===== src/output_writer_pkg.sv =====
`default_nettype none

package output_writer_pkg;

  // Stream count and stream index width
  localparam int NUM_STREAMS = 2;
  localparam int STREAM_ID_W = 1;

  // Data beat, one keep bit per byte
  localparam int DATA_W = 64;
  localparam int KEEP_W = DATA_W / 8;

  // Host address and byte length widths
  localparam int ADDR_W = 32;
  localparam int LEN_W  = 16;

  // Full write transfer
  localparam int TRANSFER_BEATS = 4;
  localparam int TRANSFER_BYTES = TRANSFER_BEATS * KEEP_W;
  localparam int BEAT_CNT_W     = $clog2(TRANSFER_BEATS);

  // Unacknowledged requests per stream
  localparam int MAX_OUTSTANDING = 2;
  localparam int OUT_PTR_W       = (MAX_OUTSTANDING > 1) ? $clog2(MAX_OUTSTANDING) : 1;
  localparam int OUT_CNT_W       = $clog2(MAX_OUTSTANDING + 1);

  // Request word, MSB first: stream id, address, length, last
  localparam int REQ_W = STREAM_ID_W + ADDR_W + LEN_W + 1;

  // Notification word, MSB first: stream id, error, packet bytes
  localparam int NOTIFY_W = STREAM_ID_W + 1 + LEN_W;

  // Completion word and the part behind kind and stream id
  localparam int CPL_W         = 20;
  localparam int CPL_PAYLOAD_W = CPL_W - 1 - STREAM_ID_W;

  // Completion kinds
  localparam logic CPL_KIND_ACK = 1'b0;
  localparam logic CPL_KIND_ERR = 1'b1;

  // Kind and stream id sit at the same bits in both views
  typedef union packed {
    struct packed {
      logic                     kind;
      logic [STREAM_ID_W-1:0]   stream;
      logic [CPL_PAYLOAD_W-1:0] seq;
    } ack;
    struct packed {
      logic                     kind;
      logic [STREAM_ID_W-1:0]   stream;
      logic [CPL_PAYLOAD_W-1:0] code;
    } err;
  } cpl_word_u;

endpackage

`default_nettype wire


===== src/output_writer.sv =====
`default_nettype none

module output_writer (
  input  logic clk,
  input  logic reset,

  // Normalized input streams
  input  logic [output_writer_pkg::DATA_W-1:0] data_in_data  [output_writer_pkg::NUM_STREAMS],
  input  logic [output_writer_pkg::KEEP_W-1:0] data_in_keep  [output_writer_pkg::NUM_STREAMS],
  input  logic                                 data_in_last  [output_writer_pkg::NUM_STREAMS],
  input  logic                                 data_in_valid [output_writer_pkg::NUM_STREAMS],
  output logic                                 data_in_ready [output_writer_pkg::NUM_STREAMS],

  // Host-bound output streams
  output logic [output_writer_pkg::DATA_W-1:0] data_out_data  [output_writer_pkg::NUM_STREAMS],
  output logic [output_writer_pkg::KEEP_W-1:0] data_out_keep  [output_writer_pkg::NUM_STREAMS],
  output logic                                 data_out_last  [output_writer_pkg::NUM_STREAMS],
  output logic                                 data_out_valid [output_writer_pkg::NUM_STREAMS],
  input  logic                                 data_out_ready [output_writer_pkg::NUM_STREAMS],

  // Per-stream host buffer base
  input  logic [output_writer_pkg::ADDR_W-1:0] base_addr [output_writer_pkg::NUM_STREAMS],

  // Write requests
  output logic [output_writer_pkg::REQ_W-1:0] req_data,
  output logic                                req_valid,
  input  logic                                req_ready,

  // Completions
  input  output_writer_pkg::cpl_word_u cpl_data,
  input  logic                         cpl_valid,
  output logic                         cpl_ready,

  // Packet notifications
  output logic [output_writer_pkg::NOTIFY_W-1:0] notify_data,
  output logic                                   notify_valid,
  input  logic                                   notify_ready
);

  // Writer side of the request arbiter
  logic [output_writer_pkg::REQ_W-1:0] wr_req_word  [output_writer_pkg::NUM_STREAMS];
  logic                                wr_req_valid [output_writer_pkg::NUM_STREAMS];
  logic                                wr_req_ready [output_writer_pkg::NUM_STREAMS];

  // Writer side of the notification arbiter
  logic [output_writer_pkg::NOTIFY_W-1:0] wr_notify_word  [output_writer_pkg::NUM_STREAMS];
  logic                                   wr_notify_valid [output_writer_pkg::NUM_STREAMS];
  logic                                   wr_notify_ready [output_writer_pkg::NUM_STREAMS];

  // Routed completion handshake
  logic                                      wr_cpl_valid [output_writer_pkg::NUM_STREAMS];
  logic                                      wr_cpl_ready [output_writer_pkg::NUM_STREAMS];
  logic [output_writer_pkg::STREAM_ID_W-1:0] cpl_sel;

  // Stream id decode, same bits in ack and err words
  assign cpl_sel   = cpl_data.ack.stream;
  assign cpl_ready = wr_cpl_ready[cpl_sel];

  for (genvar i = 0; i < output_writer_pkg::NUM_STREAMS; i++) begin : g_stream
    // Valid only toward the addressed writer
    assign wr_cpl_valid[i] = cpl_valid && (int'(cpl_sel) == i);

    stream_writer #(
      .STREAM_ID(i)
    ) stream_writer_inst (
      .clk          (clk),
      .reset        (reset),
      .in_data      (data_in_data[i]),
      .in_keep      (data_in_keep[i]),
      .in_last      (data_in_last[i]),
      .in_valid     (data_in_valid[i]),
      .in_ready     (data_in_ready[i]),
      .out_data     (data_out_data[i]),
      .out_keep     (data_out_keep[i]),
      .out_last     (data_out_last[i]),
      .out_valid    (data_out_valid[i]),
      .out_ready    (data_out_ready[i]),
      .base_addr    (base_addr[i]),
      .req_word     (wr_req_word[i]),
      .req_valid    (wr_req_valid[i]),
      .req_ready    (wr_req_ready[i]),
      .cpl_word     (cpl_data),
      .cpl_valid    (wr_cpl_valid[i]),
      .cpl_ready    (wr_cpl_ready[i]),
      .notify_word  (wr_notify_word[i]),
      .notify_valid (wr_notify_valid[i]),
      .notify_ready (wr_notify_ready[i])
    );
  end

  // Requests from all streams onto one channel
  rr_arbiter #(
    .WIDTH(output_writer_pkg::REQ_W)
  ) req_arbiter_inst (
    .clk       (clk),
    .reset     (reset),
    .in_data   (wr_req_word),
    .in_valid  (wr_req_valid),
    .in_ready  (wr_req_ready),
    .out_data  (req_data),
    .out_valid (req_valid),
    .out_ready (req_ready)
  );

  // Notifications from all streams onto one channel
  rr_arbiter #(
    .WIDTH(output_writer_pkg::NOTIFY_W)
  ) notify_arbiter_inst (
    .clk       (clk),
    .reset     (reset),
    .in_data   (wr_notify_word),
    .in_valid  (wr_notify_valid),
    .in_ready  (wr_notify_ready),
    .out_data  (notify_data),
    .out_valid (notify_valid),
    .out_ready (notify_ready)
  );

endmodule

`default_nettype wire


===== src/rr_arbiter.sv =====
`default_nettype none

module rr_arbiter #(
  parameter int WIDTH = 8
) (
  input  logic             clk,
  input  logic             reset,
  input  logic [WIDTH-1:0] in_data  [output_writer_pkg::NUM_STREAMS],
  input  logic             in_valid [output_writer_pkg::NUM_STREAMS],
  output logic             in_ready [output_writer_pkg::NUM_STREAMS],
  output logic [WIDTH-1:0] out_data,
  output logic             out_valid,
  input  logic             out_ready
);

  logic [output_writer_pkg::STREAM_ID_W-1:0] last_grant;
  logic [output_writer_pkg::STREAM_ID_W-1:0] grant_idx;
  logic                                      grant_any;
  logic                                      load_en;

  // Output register empty or draining this cycle
  assign load_en = !out_valid || out_ready;

  // Search starts one past the last granted stream
  always_comb begin
    int idx;
    grant_any = 1'b0;
    grant_idx = last_grant;
    for (int k = 1; k <= output_writer_pkg::NUM_STREAMS; k++) begin
      idx = int'(last_grant) + k;
      if (idx >= output_writer_pkg::NUM_STREAMS) begin
        idx = idx - output_writer_pkg::NUM_STREAMS;
      end
      if (!grant_any && in_valid[idx]) begin
        grant_any = 1'b1;
        grant_idx = output_writer_pkg::STREAM_ID_W'(idx);
      end
    end
  end

  // Ready only toward the granted requester
  always_comb begin
    for (int s = 0; s < output_writer_pkg::NUM_STREAMS; s++) begin
      in_ready[s] = load_en && grant_any &&
                    (grant_idx == output_writer_pkg::STREAM_ID_W'(s));
    end
  end

  always_ff @(posedge clk) begin
    if (reset) begin
      out_valid  <= 1'b0;
      // Stream 0 wins first after reset
      last_grant <= output_writer_pkg::STREAM_ID_W'(output_writer_pkg::NUM_STREAMS - 1);
    end else if (load_en) begin
      out_valid <= grant_any;
      if (grant_any) begin
        last_grant <= grant_idx;
      end
    end
  end

  always_ff @(posedge clk) begin
    if (load_en && grant_any) begin
      out_data <= in_data[grant_idx];
    end
  end

endmodule

`default_nettype wire


===== src/stream_writer.sv =====
`default_nettype none

module stream_writer #(
  parameter int unsigned STREAM_ID = 0
) (
  input  logic                                 clk,
  input  logic                                 reset,
  input  logic [output_writer_pkg::DATA_W-1:0] in_data,
  input  logic [output_writer_pkg::KEEP_W-1:0] in_keep,
  input  logic                                 in_last,
  input  logic                                 in_valid,
  output logic                                 in_ready,
  output logic [output_writer_pkg::DATA_W-1:0] out_data,
  output logic [output_writer_pkg::KEEP_W-1:0] out_keep,
  output logic                                 out_last,
  output logic                                 out_valid,
  input  logic                                 out_ready,
  input  logic [output_writer_pkg::ADDR_W-1:0] base_addr,
  output logic [output_writer_pkg::REQ_W-1:0]  req_word,
  output logic                                 req_valid,
  input  logic                                 req_ready,
  input  output_writer_pkg::cpl_word_u         cpl_word,
  input  logic                                 cpl_valid,
  output logic                                 cpl_ready,
  output logic [output_writer_pkg::NOTIFY_W-1:0] notify_word,
  output logic                                 notify_valid,
  input  logic                                 notify_ready
);

  // Transfer cutting
  logic [output_writer_pkg::BEAT_CNT_W-1:0] beat_cnt;
  logic [output_writer_pkg::LEN_W-1:0]      pkt_offset;
  logic [output_writer_pkg::LEN_W-1:0]      keep_bytes;
  logic [output_writer_pkg::LEN_W-1:0]      xfer_bytes;
  logic [output_writer_pkg::LEN_W-1:0]      pkt_bytes;
  logic                                     stall;
  logic                                     beat_fire;
  logic                                     xfer_close;
  logic                                     push;

  // In-order outstanding table
  logic                                    tbl_last  [output_writer_pkg::MAX_OUTSTANDING];
  logic [output_writer_pkg::LEN_W-1:0]     tbl_bytes [output_writer_pkg::MAX_OUTSTANDING];
  logic [output_writer_pkg::OUT_PTR_W-1:0] wr_ptr;
  logic [output_writer_pkg::OUT_PTR_W-1:0] rd_ptr;
  logic [output_writer_pkg::OUT_CNT_W-1:0] out_cnt;
  logic                                    head_last;
  logic [output_writer_pkg::LEN_W-1:0]     head_bytes;

  // Completion handling
  logic cpl_fire;
  logic cpl_is_err;
  logic drop_pkt;

  // Byte count of a keep word
  function automatic logic [output_writer_pkg::LEN_W-1:0] count_ones(
    input logic [output_writer_pkg::KEEP_W-1:0] keep
  );
    logic [output_writer_pkg::LEN_W-1:0] n;
    n = '0;
    for (int b = 0; b < output_writer_pkg::KEEP_W; b++) begin
      n = n + output_writer_pkg::LEN_W'(keep[b]);
    end
    return n;
  endfunction

  // Table pointer with wrap
  function automatic logic [output_writer_pkg::OUT_PTR_W-1:0] next_ptr(
    input logic [output_writer_pkg::OUT_PTR_W-1:0] ptr
  );
    if (ptr == output_writer_pkg::OUT_PTR_W'(output_writer_pkg::MAX_OUTSTANDING - 1)) begin
      return '0;
    end
    return ptr + 1'b1;
  endfunction

  // Hold data while a request waits or the table is full
  assign stall = req_valid ||
                 (out_cnt == output_writer_pkg::OUT_CNT_W'(output_writer_pkg::MAX_OUTSTANDING));

  // Combinational pass-through
  assign out_data  = in_data;
  assign out_keep  = in_keep;
  assign out_last  = in_last;
  assign out_valid = in_valid && !stall;
  assign in_ready  = out_ready && !stall;
  assign beat_fire = in_valid && in_ready;

  assign xfer_close = in_last ||
    (beat_cnt == output_writer_pkg::BEAT_CNT_W'(output_writer_pkg::TRANSFER_BEATS - 1));
  assign push       = beat_fire && xfer_close;
  assign keep_bytes = count_ones(in_keep);

  // Full beats before the closing one, plus its keep bytes
  always_comb begin
    if (in_last) begin
      xfer_bytes = output_writer_pkg::LEN_W'(beat_cnt) *
                   output_writer_pkg::LEN_W'(output_writer_pkg::KEEP_W) + keep_bytes;
    end else begin
      xfer_bytes = output_writer_pkg::LEN_W'(output_writer_pkg::TRANSFER_BYTES);
    end
  end

  assign pkt_bytes = pkt_offset + xfer_bytes;

  // Beat counter and packet offset
  always_ff @(posedge clk) begin
    if (reset) begin
      beat_cnt   <= '0;
      pkt_offset <= '0;
    end else if (beat_fire) begin
      if (xfer_close) begin
        beat_cnt   <= '0;
        // Next packet starts at base again
        pkt_offset <= in_last ? '0 : pkt_bytes;
      end else begin
        beat_cnt <= beat_cnt + 1'b1;
      end
    end
  end

  // Request register loads one cycle after the closing beat
  always_ff @(posedge clk) begin
    if (reset) begin
      req_valid <= 1'b0;
    end else if (push) begin
      req_valid <= 1'b1;
    end else if (req_ready) begin
      req_valid <= 1'b0;
    end
  end

  always_ff @(posedge clk) begin
    if (push) begin
      req_word <= {output_writer_pkg::STREAM_ID_W'(STREAM_ID),
                   base_addr + output_writer_pkg::ADDR_W'(pkt_offset),
                   xfer_bytes,
                   in_last};
    end
  end

  // Entry holds last flag and packet bytes so far
  always_ff @(posedge clk) begin
    if (push) begin
      tbl_last[wr_ptr]  <= in_last;
      tbl_bytes[wr_ptr] <= pkt_bytes;
    end
  end

  assign head_last  = tbl_last[rd_ptr];
  assign head_bytes = tbl_bytes[rd_ptr];

  // Take a completion only if a pending notification can move on
  assign cpl_ready  = (out_cnt != '0) && (!notify_valid || notify_ready);
  assign cpl_fire   = cpl_valid && cpl_ready;
  assign cpl_is_err = (cpl_word.err.kind == output_writer_pkg::CPL_KIND_ERR);

  always_ff @(posedge clk) begin
    if (reset) begin
      wr_ptr  <= '0;
      rd_ptr  <= '0;
      out_cnt <= '0;
    end else begin
      if (push) begin
        wr_ptr <= next_ptr(wr_ptr);
      end
      if (cpl_fire) begin
        rd_ptr <= next_ptr(rd_ptr);
      end
      case ({push, cpl_fire})
        2'b10:   out_cnt <= out_cnt + 1'b1;
        2'b01:   out_cnt <= out_cnt - 1'b1;
        default: out_cnt <= out_cnt;
      endcase
    end
  end

  // Notification valid and packet drop after an error
  always_ff @(posedge clk) begin
    if (reset) begin
      notify_valid <= 1'b0;
      drop_pkt     <= 1'b0;
    end else begin
      if (notify_valid && notify_ready) begin
        notify_valid <= 1'b0;
      end
      if (cpl_fire) begin
        if (drop_pkt) begin
          // Silent pops until the packet's last entry
          drop_pkt <= !head_last;
        end else if (cpl_is_err) begin
          notify_valid <= 1'b1;
          drop_pkt     <= !head_last;
        end else if (head_last) begin
          notify_valid <= 1'b1;
        end
      end
    end
  end

  // Error notifications report zero bytes
  always_ff @(posedge clk) begin
    if (cpl_fire && !drop_pkt && (cpl_is_err || head_last)) begin
      if (cpl_is_err) begin
        notify_word <= {output_writer_pkg::STREAM_ID_W'(STREAM_ID), 1'b1,
                        {output_writer_pkg::LEN_W{1'b0}}};
      end else begin
        notify_word <= {output_writer_pkg::STREAM_ID_W'(STREAM_ID), 1'b0, head_bytes};
      end
    end
  end

endmodule

`default_nettype wire


===== config.mk =====
export PLATFORM = sky130hd
export DESIGN_NAME = output_writer
export DESIGN_NICKNAME = d
export VERILOG_FILES = /design/src/output_writer_pkg.sv /design/src/output_writer.sv /design/src/rr_arbiter.sv /design/src/stream_writer.sv
export SDC_FILE = /design/constraint.sdc
export NUM_CORES = 1
export LEC_CHECK = 0
export BUFFER_PORTS_ARGS = -buffer_cell sky130_fd_sc_hd__buf_2
export CAP_MARGIN = 20
export CORE_MARGIN = 2
export CORE_UTILIZATION = 48
export DETAILED_ROUTE_END_ITERATION = 8
export MAX_ROUTING_LAYER = met4
export PLACE_DENSITY_LB_ADDON = 0.08
export SYNTH_ARGS = -nofsm -noshare
export SYNTH_HDL_FRONTEND = slang
export SYNTH_SLANG_ARGS = --single-unit

===== constraint.sdc =====
create_clock -name clk -period 7.9 [get_ports clk]
set_input_delay 1.185 -clock clk [delete_from_list [all_inputs] [get_ports clk]]
set_output_delay 1.185 -clock clk [all_outputs]
set_load 0.02 [all_outputs]

# After elaboration in Yosys (flattened, before gate mapping)
# Memories as Yosys holds them, arrays and structs flattened. A register that Yosys moved wholly into a read port is not among the register bits.
# Index checks and enable logic that the tools add are counted.
[word_totals]
mem_bits_ro = 0
out_inout_bits = 221
ff_bits = 256
input_bits = 239
mem_bits_rw = 68
latchBits = 0
n_memories = 4
[memory_table]
columns = ["memory", "words", "width", "read_ports", "rd_clocked_by_memory_dff", "write_ports", "line", "rtl"]
rows = [
  ["g_stream[0].stream_writer_inst.tbl_bytes", 2, 16, 1, 1, 1, "stream_writer.sv:43", "logic [output_writer_pkg::LEN_W-1:0] tbl_bytes [output_writer_pkg::MAX_OUTSTANDING];"],
  ["g_stream[1].stream_writer_inst.tbl_bytes", 2, 16, 1, 1, 1, "stream_writer.sv:43", ""],
  ["g_stream[0].stream_writer_inst.tbl_last", 2, 1, 1, 1, 1, "stream_writer.sv:42", "logic tbl_last [output_writer_pkg::MAX_OUTSTANDING];"],
  ["g_stream[1].stream_writer_inst.tbl_last", 2, 1, 1, 1, 1, "stream_writer.sv:42", ""],
]
[op_classes]
n_eq_ne = 8
reduce_logical = 60
mul = 0
div_mod_pow = 0
bitwise_logic = 10
n_mux = 93
add_sub_neg = 38
order_cmp = 11
shift = 0
[op_table]
columns = ["op", "n"]
rows = [
  ["adder 16 x 1 -> 16 bit", 12],
  ["2-to-1 mux 50 bit", 3],
  [">= comparator 32 x 2 -> 1 bit (second input constant)", 4],
  [">= comparator 32 x 3 -> 1 bit (second input constant)", 4],
  ["2-to-1 mux 32 bit", 4],
  ["NOT 32 bit", 4],
  ["subtractor 32 x 3 -> 32 bit (second input constant)", 4],
  ["2-to-1 mux 1 bit", 73],
  ["adder 32 x 16 -> 32 bit", 2],
  ["2-to-1 mux 16 bit", 4],
  ["2-to-1 mux 18 bit", 3],
  ["2-to-1 mux 17 bit", 2],
  ["adder 16 bit", 2],
  ["adder 5 x 16 -> 16 bit", 2],
  ["logical AND 1 bit", 28],
  ["== test 2 bit (second input constant)", 6],
  ["logical NOT 1 bit", 12],
  ["nonzero test 2 bit", 6],
  ["logical OR 1 bit", 10],
  ["adder 2 x 1 -> 2 bit (second input constant)", 4],
  ["one-hot mux 2 bit (2 select lines)", 2],
  ["AND reduction 2 bit", 4],
  ["adder 1 x 2 -> 3 bit (second input constant)", 2],
  [">= comparator 2 bit (second input constant)", 3],
  ["other kinds (8)", 20],
]

# Depth between registers and ports, before layout
[depth]
depth_word = 21
ltp_mapped = 18

# By module
# Synthesis repeated with hierarchy kept, for this count alone.
[hier_totals]
hier_cells = 1381
area_unflattened_um2 = 16404.5
[by_module_without_submodules]
columns = ["mod", "instances", "cells_per_inst", "area_per_inst_um2", "seq_area_each_um2"]
rows = [
  ["stream_writer at g_stream[1].stream_writer_inst", 1, 617, 6713.9, 3223.1],
  ["stream_writer at g_stream[0].stream_writer_inst", 1, 591, 6510.0, 3223.1],
  ["rr_arbiter at req_arbiter_inst", 1, 119, 2230.9, 1541.5],
  ["rr_arbiter at notify_arbiter_inst", 1, 51, 918.4, 580.6],
  ["output_writer", 1, 3, 31.3, 0.0],
]

# Worst setup path after synthesis
# Ideal clock, no wire load.
[synth_timing]
path_kind = "input to register"
startpoint = "in data_in_keep[0] in the netlist's numbering"
endpoint = "reg g_stream[1].stream_writer_inst.pkt_offset[15] in the netlist's numbering"
slack_ps = 2642
required_ps = 7830
setup_time_ps = 70
cell_stages = 16
arrival_time_ps = 5188
path_cell_list = "ha_1 -> inv_1 -> fa_1 -> fa_1 -> fa_1 -> fa_1 -> nand3b_1 -> xnor2_1 -> and2_1 -> ha_1 -> a21oi_1 -> nor2b_1 -> a211oi_2 -> nand3_1 -> or3_1 -> a21oi_1"
[synth_via]
elab_chain_len = 11
[synth_lines]
columns = ["element", "line", "rtl"]
rows = [
  ["start, declared", "output_writer.sv:9", "input logic [output_writer_pkg::KEEP_W-1:0] data_in_keep [output_writer_pkg::NUM_STREAMS],"],
  ["adder 1 x 1 -> 2 bit", "stream_writer.sv:62", "n = n + output_writer_pkg::LEN_W'(keep[b]);"],
  ["adder 16 x 1 -> 16 bit (6 in a row)", "stream_writer.sv:62", ""],
  ["adder 5 x 16 -> 16 bit", "stream_writer.sv:98", "output_writer_pkg::LEN_W'(output_writer_pkg::KEEP_W) + keep_bytes;"],
  ["2-to-1 mux 16 bit", "stream_writer.sv:96", "if (in_last) begin"],
  ["via g_stream[1].stream_writer_inst.xfer_bytes (one bit)", "stream_writer.sv:34", "logic [output_writer_pkg::LEN_W-1:0] xfer_bytes;"],
  ["adder 16 bit", "stream_writer.sv:104", "assign pkt_bytes = pkt_offset + xfer_bytes;"],
  ["2-to-1 mux 16 bit", "stream_writer.sv:115", "pkt_offset <= in_last ? '0 : pkt_bytes;"],
  ["end signal, assigned", "stream_writer.sv:115", ""],
  ["end, declared", "stream_writer.sv:32", "logic [output_writer_pkg::LEN_W-1:0] pkt_offset;"],
]
# The timed path passes the listed nets, and every way through them passes these cells.
# A chain may end at the register's enable or synchronous reset.

# Worst setup path in the final report
[layout_timing]
startpoint = "in data_in_keep[0] in the netlist's numbering"
endpoint = "mem g_stream[1].stream_writer_inst.tbl_bytes[0][13] in the netlist's numbering, data pin"
[layout_via]
elab_chain_len = 10
[layout_lines]
columns = ["element", "line", "rtl"]
rows = [
  ["adder 1 x 1 -> 2 bit", "stream_writer.sv:62", ""],
  ["adder 16 x 1 -> 16 bit (6 in a row)", "stream_writer.sv:62", ""],
  ["adder 5 x 16 -> 16 bit", "stream_writer.sv:98", ""],
  ["2-to-1 mux 16 bit", "stream_writer.sv:96", ""],
  ["via g_stream[1].stream_writer_inst.xfer_bytes (one bit)", "stream_writer.sv:34", ""],
  ["adder 16 bit", "stream_writer.sv:104", ""],
  ["via g_stream[1].stream_writer_inst.pkt_bytes (one bit)", "stream_writer.sv:35", "logic [output_writer_pkg::LEN_W-1:0] pkt_bytes;"],
  ["end, declared", "stream_writer.sv:43", ""],
]
# The timed path passes the listed nets, and every way through them passes these cells.

==> results.md <==
- Status: complete, no violations
- Final #Nets: 1697
- Final setup TNS: 0 ns
- Fin util: 52.0%
- Post-synth EDFFs: 238
- Synthesized area per cell: 11.4 sq um
- Hold crit path type: reg -> reg
- Power per cell area: 209 mW/mm^2
- Predominant post-synthesis flop cell: edfxtp_1
- DRT Pass-1 Iters: 5
- Max FO, Critical Path: 7
- Area leader, netlist: edfxtp_1
- Fmax: 191 MHz
- WL final: 35300 microns
- Area grow syn2layout: 7.33%
- Via count: 9826
- Global-route wire length before repair: 53100 microns
- Top cells by area, synth: edfxtp_1 (46%), buf_4 (7.8%), dfxtp_1 (7.2%)
- Worst Max-Slew Pin Slew: 1.06 ns
- Hold Violations, Final: 0
- Ys async rst share: 0%
- Grt total ovfl: 0
- IO Pins: 460
- Full die area: 0.0341 sq mm
- Design area: 0.0168 sq mm
- Xor and xnor area share after synthesis: 5.49%
- Yosys warns: 0
- Post-synthesis cell type count: 70
- Final Max Slew Viols: 0
- Dpl cell area: 0.0158 sq mm
- Final GP Congestion: 0.862
- Seq cells post-synth: 294
- CP Capture Type: flop
- CTS root buf: clkbuf_16
- Worst rel slew slack: 29.3%
- CTS max path bufs: 3
- Num CTS Buffers: 34
- Static leakage: 6.48 nW
- Required time worst endpoint: 8.18 ns
- Mux cell area share after synthesis: 5.06%
- Die Y-Extent: 185 microns
- CTS sink cnt: 294
- Adder-cell share of the synthesized area: 5.85%
- Max-cap violations: 0
- Largest net degree at the start of global routing: 57
- Vias per cell: 5.28
- Worst vdd ir: 0.000134 V
- Site row count: 66
- Main combinational cell family by area after synthesis: simple AND/OR/NAND/NOR gates
- Critical path class: in -> reg
- Post-layout min period: 5.23 ns
- Simple-gate share of the synthesized area: 11.1%
- CTS tree: yes
- Clock Pin Slew Worst Setup and Hold Paths: 0.06 ns
- Top cell type's share of synthesized area: 45.7%
- Antenna violations before repair: 0
- Cts repair resizes: 0
- Final ANT Viol Nets: 0
- H-tree levels: 2
- Compound-Gate Fraction of Synth Area: 9.39%
- Antenna diodes: 0
- HPWL after DPL: 25800 microns
- RSZ-0062 raised after global routing: false
- Most common cell after layout, fill and taps aside: edfxtp_1
- Worst skew pair latency: 0.53 ns
- Startpoint Class: input pin
- Post-Syn Area: 0.0156 sq mm
- Post-Syn Instances: 1373
- Vias in the first global route: 9560
- Initial core utilization: 48.5%
- Post-CTS Setup Repair Bufs: 0
- Worst EP arrival: 5.51 ns
- Initial drt markers: 713
- DRC Markers: 0
- Final setup fails: 0
- GRT Total Usage: 21.3%
- Die width: 185 microns
- PortBufs: 175
- Share of layout cells above drive strength 1: 20.5%
- Post-CTS Hold Buffers: 0
- Filler Cell Count: 2872
- Commonest cells after routing, fill and taps aside: edfxtp_1 (238), buf_2 (175), nand2_1 (109)
- Routed length per instance: 19.0 microns
- Final Skew: 0.0180 ns
- Area of the core: 0.0323 sq mm
- Register area share after synthesis: 52.8%
- Final critical-path share of the clock period: 66.2%
[state kept, by name (all words and copies together) (netlist names), 4 cells and up, named ones only]
signal	cells
g_stream.stream_writer_inst.beat_cnt	4
g_stream.stream_writer_inst.notify_word	34
g_stream.stream_writer_inst.out_cnt	4
g_stream.stream_writer_inst.pkt_offset	32
g_stream.stream_writer_inst.req_word	78
g_stream.stream_writer_inst.tbl_bytes	64
g_stream.stream_writer_inst.tbl_last	4
notify_arbiter_inst.out_data	18
req_arbiter_inst.out_data	40
[worst max-delay path: stages]
cell and delay (ns):
buf_2 0.10, ha_1 0.26, inv_1 0.04, fa_1 0.50
fa_1 0.43, fa_1 0.42, fa_1 0.41, nand3b_1 0.20
xnor2_1 0.15, and2_1 0.17, ha_1 0.34, a21oi_1 0.10
nor2b_1 0.16, a211oi_2 0.48, nand3_1 0.18, xnor2_1 0.37
[area by class of cell]
class | count | area (sq um) | area share, %
Sequential cell | 294 | 8270 | 49.2
Multi-Input combinational cell | 834 | 5830 | 34.7
Timing Repair Buffer | 183 | 936 | 5.57
Clock buffer | 46 | 906 | 5.39
Tap cell | 442 | 553 | 3.29
Inverter | 45 | 169 | 1.01
Clock inverter | 16 | 134 | 0.797
[report_power, final]
group / total [mW] / internal [mW] / switching (mW)
clock: 1.46 / 0.825 / 0.637
combinational: 0.302 / 0.114 / 0.188
sequential: 1.74 / 1.72 / 0.0197
total: 3.51 / 2.66 / 0.845
[cells by family (layout without fill, tap and decap cells)]
logic type	Yosys count	count (layout)
AO/OA/AOI/OAI	235	235
XOR/XNOR	98	98
adder cells (fa/ha/maj)	66	66
buffers and inverters	254	290
flip-flops	294	294
multiplexers	74	74
other	1	10
AND/OR/NAND/NOR	351	351
[worst paths after layout]
check | start | to | slack [ns] | depth (start not counted)
worst max-delay path | data_in_keep[0] | g_stream[1].stream_writer_inst.tbl_bytes[0][13] | 2.67 | 16
worst min-delay path | g_stream[0].stream_writer_inst.pkt_offset[0] | g_stream[0].stream_writer_inst.pkt_offset[0] | 0.48 | 2
worst min register to register | g_stream[0].stream_writer_inst.pkt_offset[0] | g_stream[0].stream_writer_inst.pkt_offset[0] | 0.48 | 2
worst max register to register | g_stream[0].stream_writer_inst.beat_cnt[0] | g_stream[0].stream_writer_inst.pkt_offset[15] | 4.65 | 9
[per-stage QoR]
stage / instances / hold slack [ns] / setup slack [ns] / power [mW]
final: 1860 / 0.482 / 2.67 / 3.51
after floorplan: 1382 / 0.446 / 2.64 / 2.07
after CTS: 1860 / 0.484 / 2.72 / 3.54
after global routing: 1860 / 0.517 / 2.44 / 3.64
after detailed placement: 1798 / 0.476 / 2.16 / 2.08
after global placement: 1798 / 0.464 / 2.19 / 2.08
[Yosys cell counts, drive strengths merged, types with 17 or more instances]
cell and number:
a21oi 86, buf 169, nand4 17, xor2 38, a21o 21, o21ai 54, nor2b 17, nand3 24
ha 54, mux2 41, xnor2 60, nor2 89, edfxtp 238, clkbuf 40, nand2 109, mux2i 33
inv 43, dfxtp 56
[layer usage]
layer	routed length (microns)	up-vias	track usage [%]
li1	-	4759	-
met1	14300	4677	24.5
met5	0	-	-
met4	1610	0	9.70
met2	17100	285	35.1
met3	2380	105	5.41
Note: power is estimated with default switching activity, not from simulation.
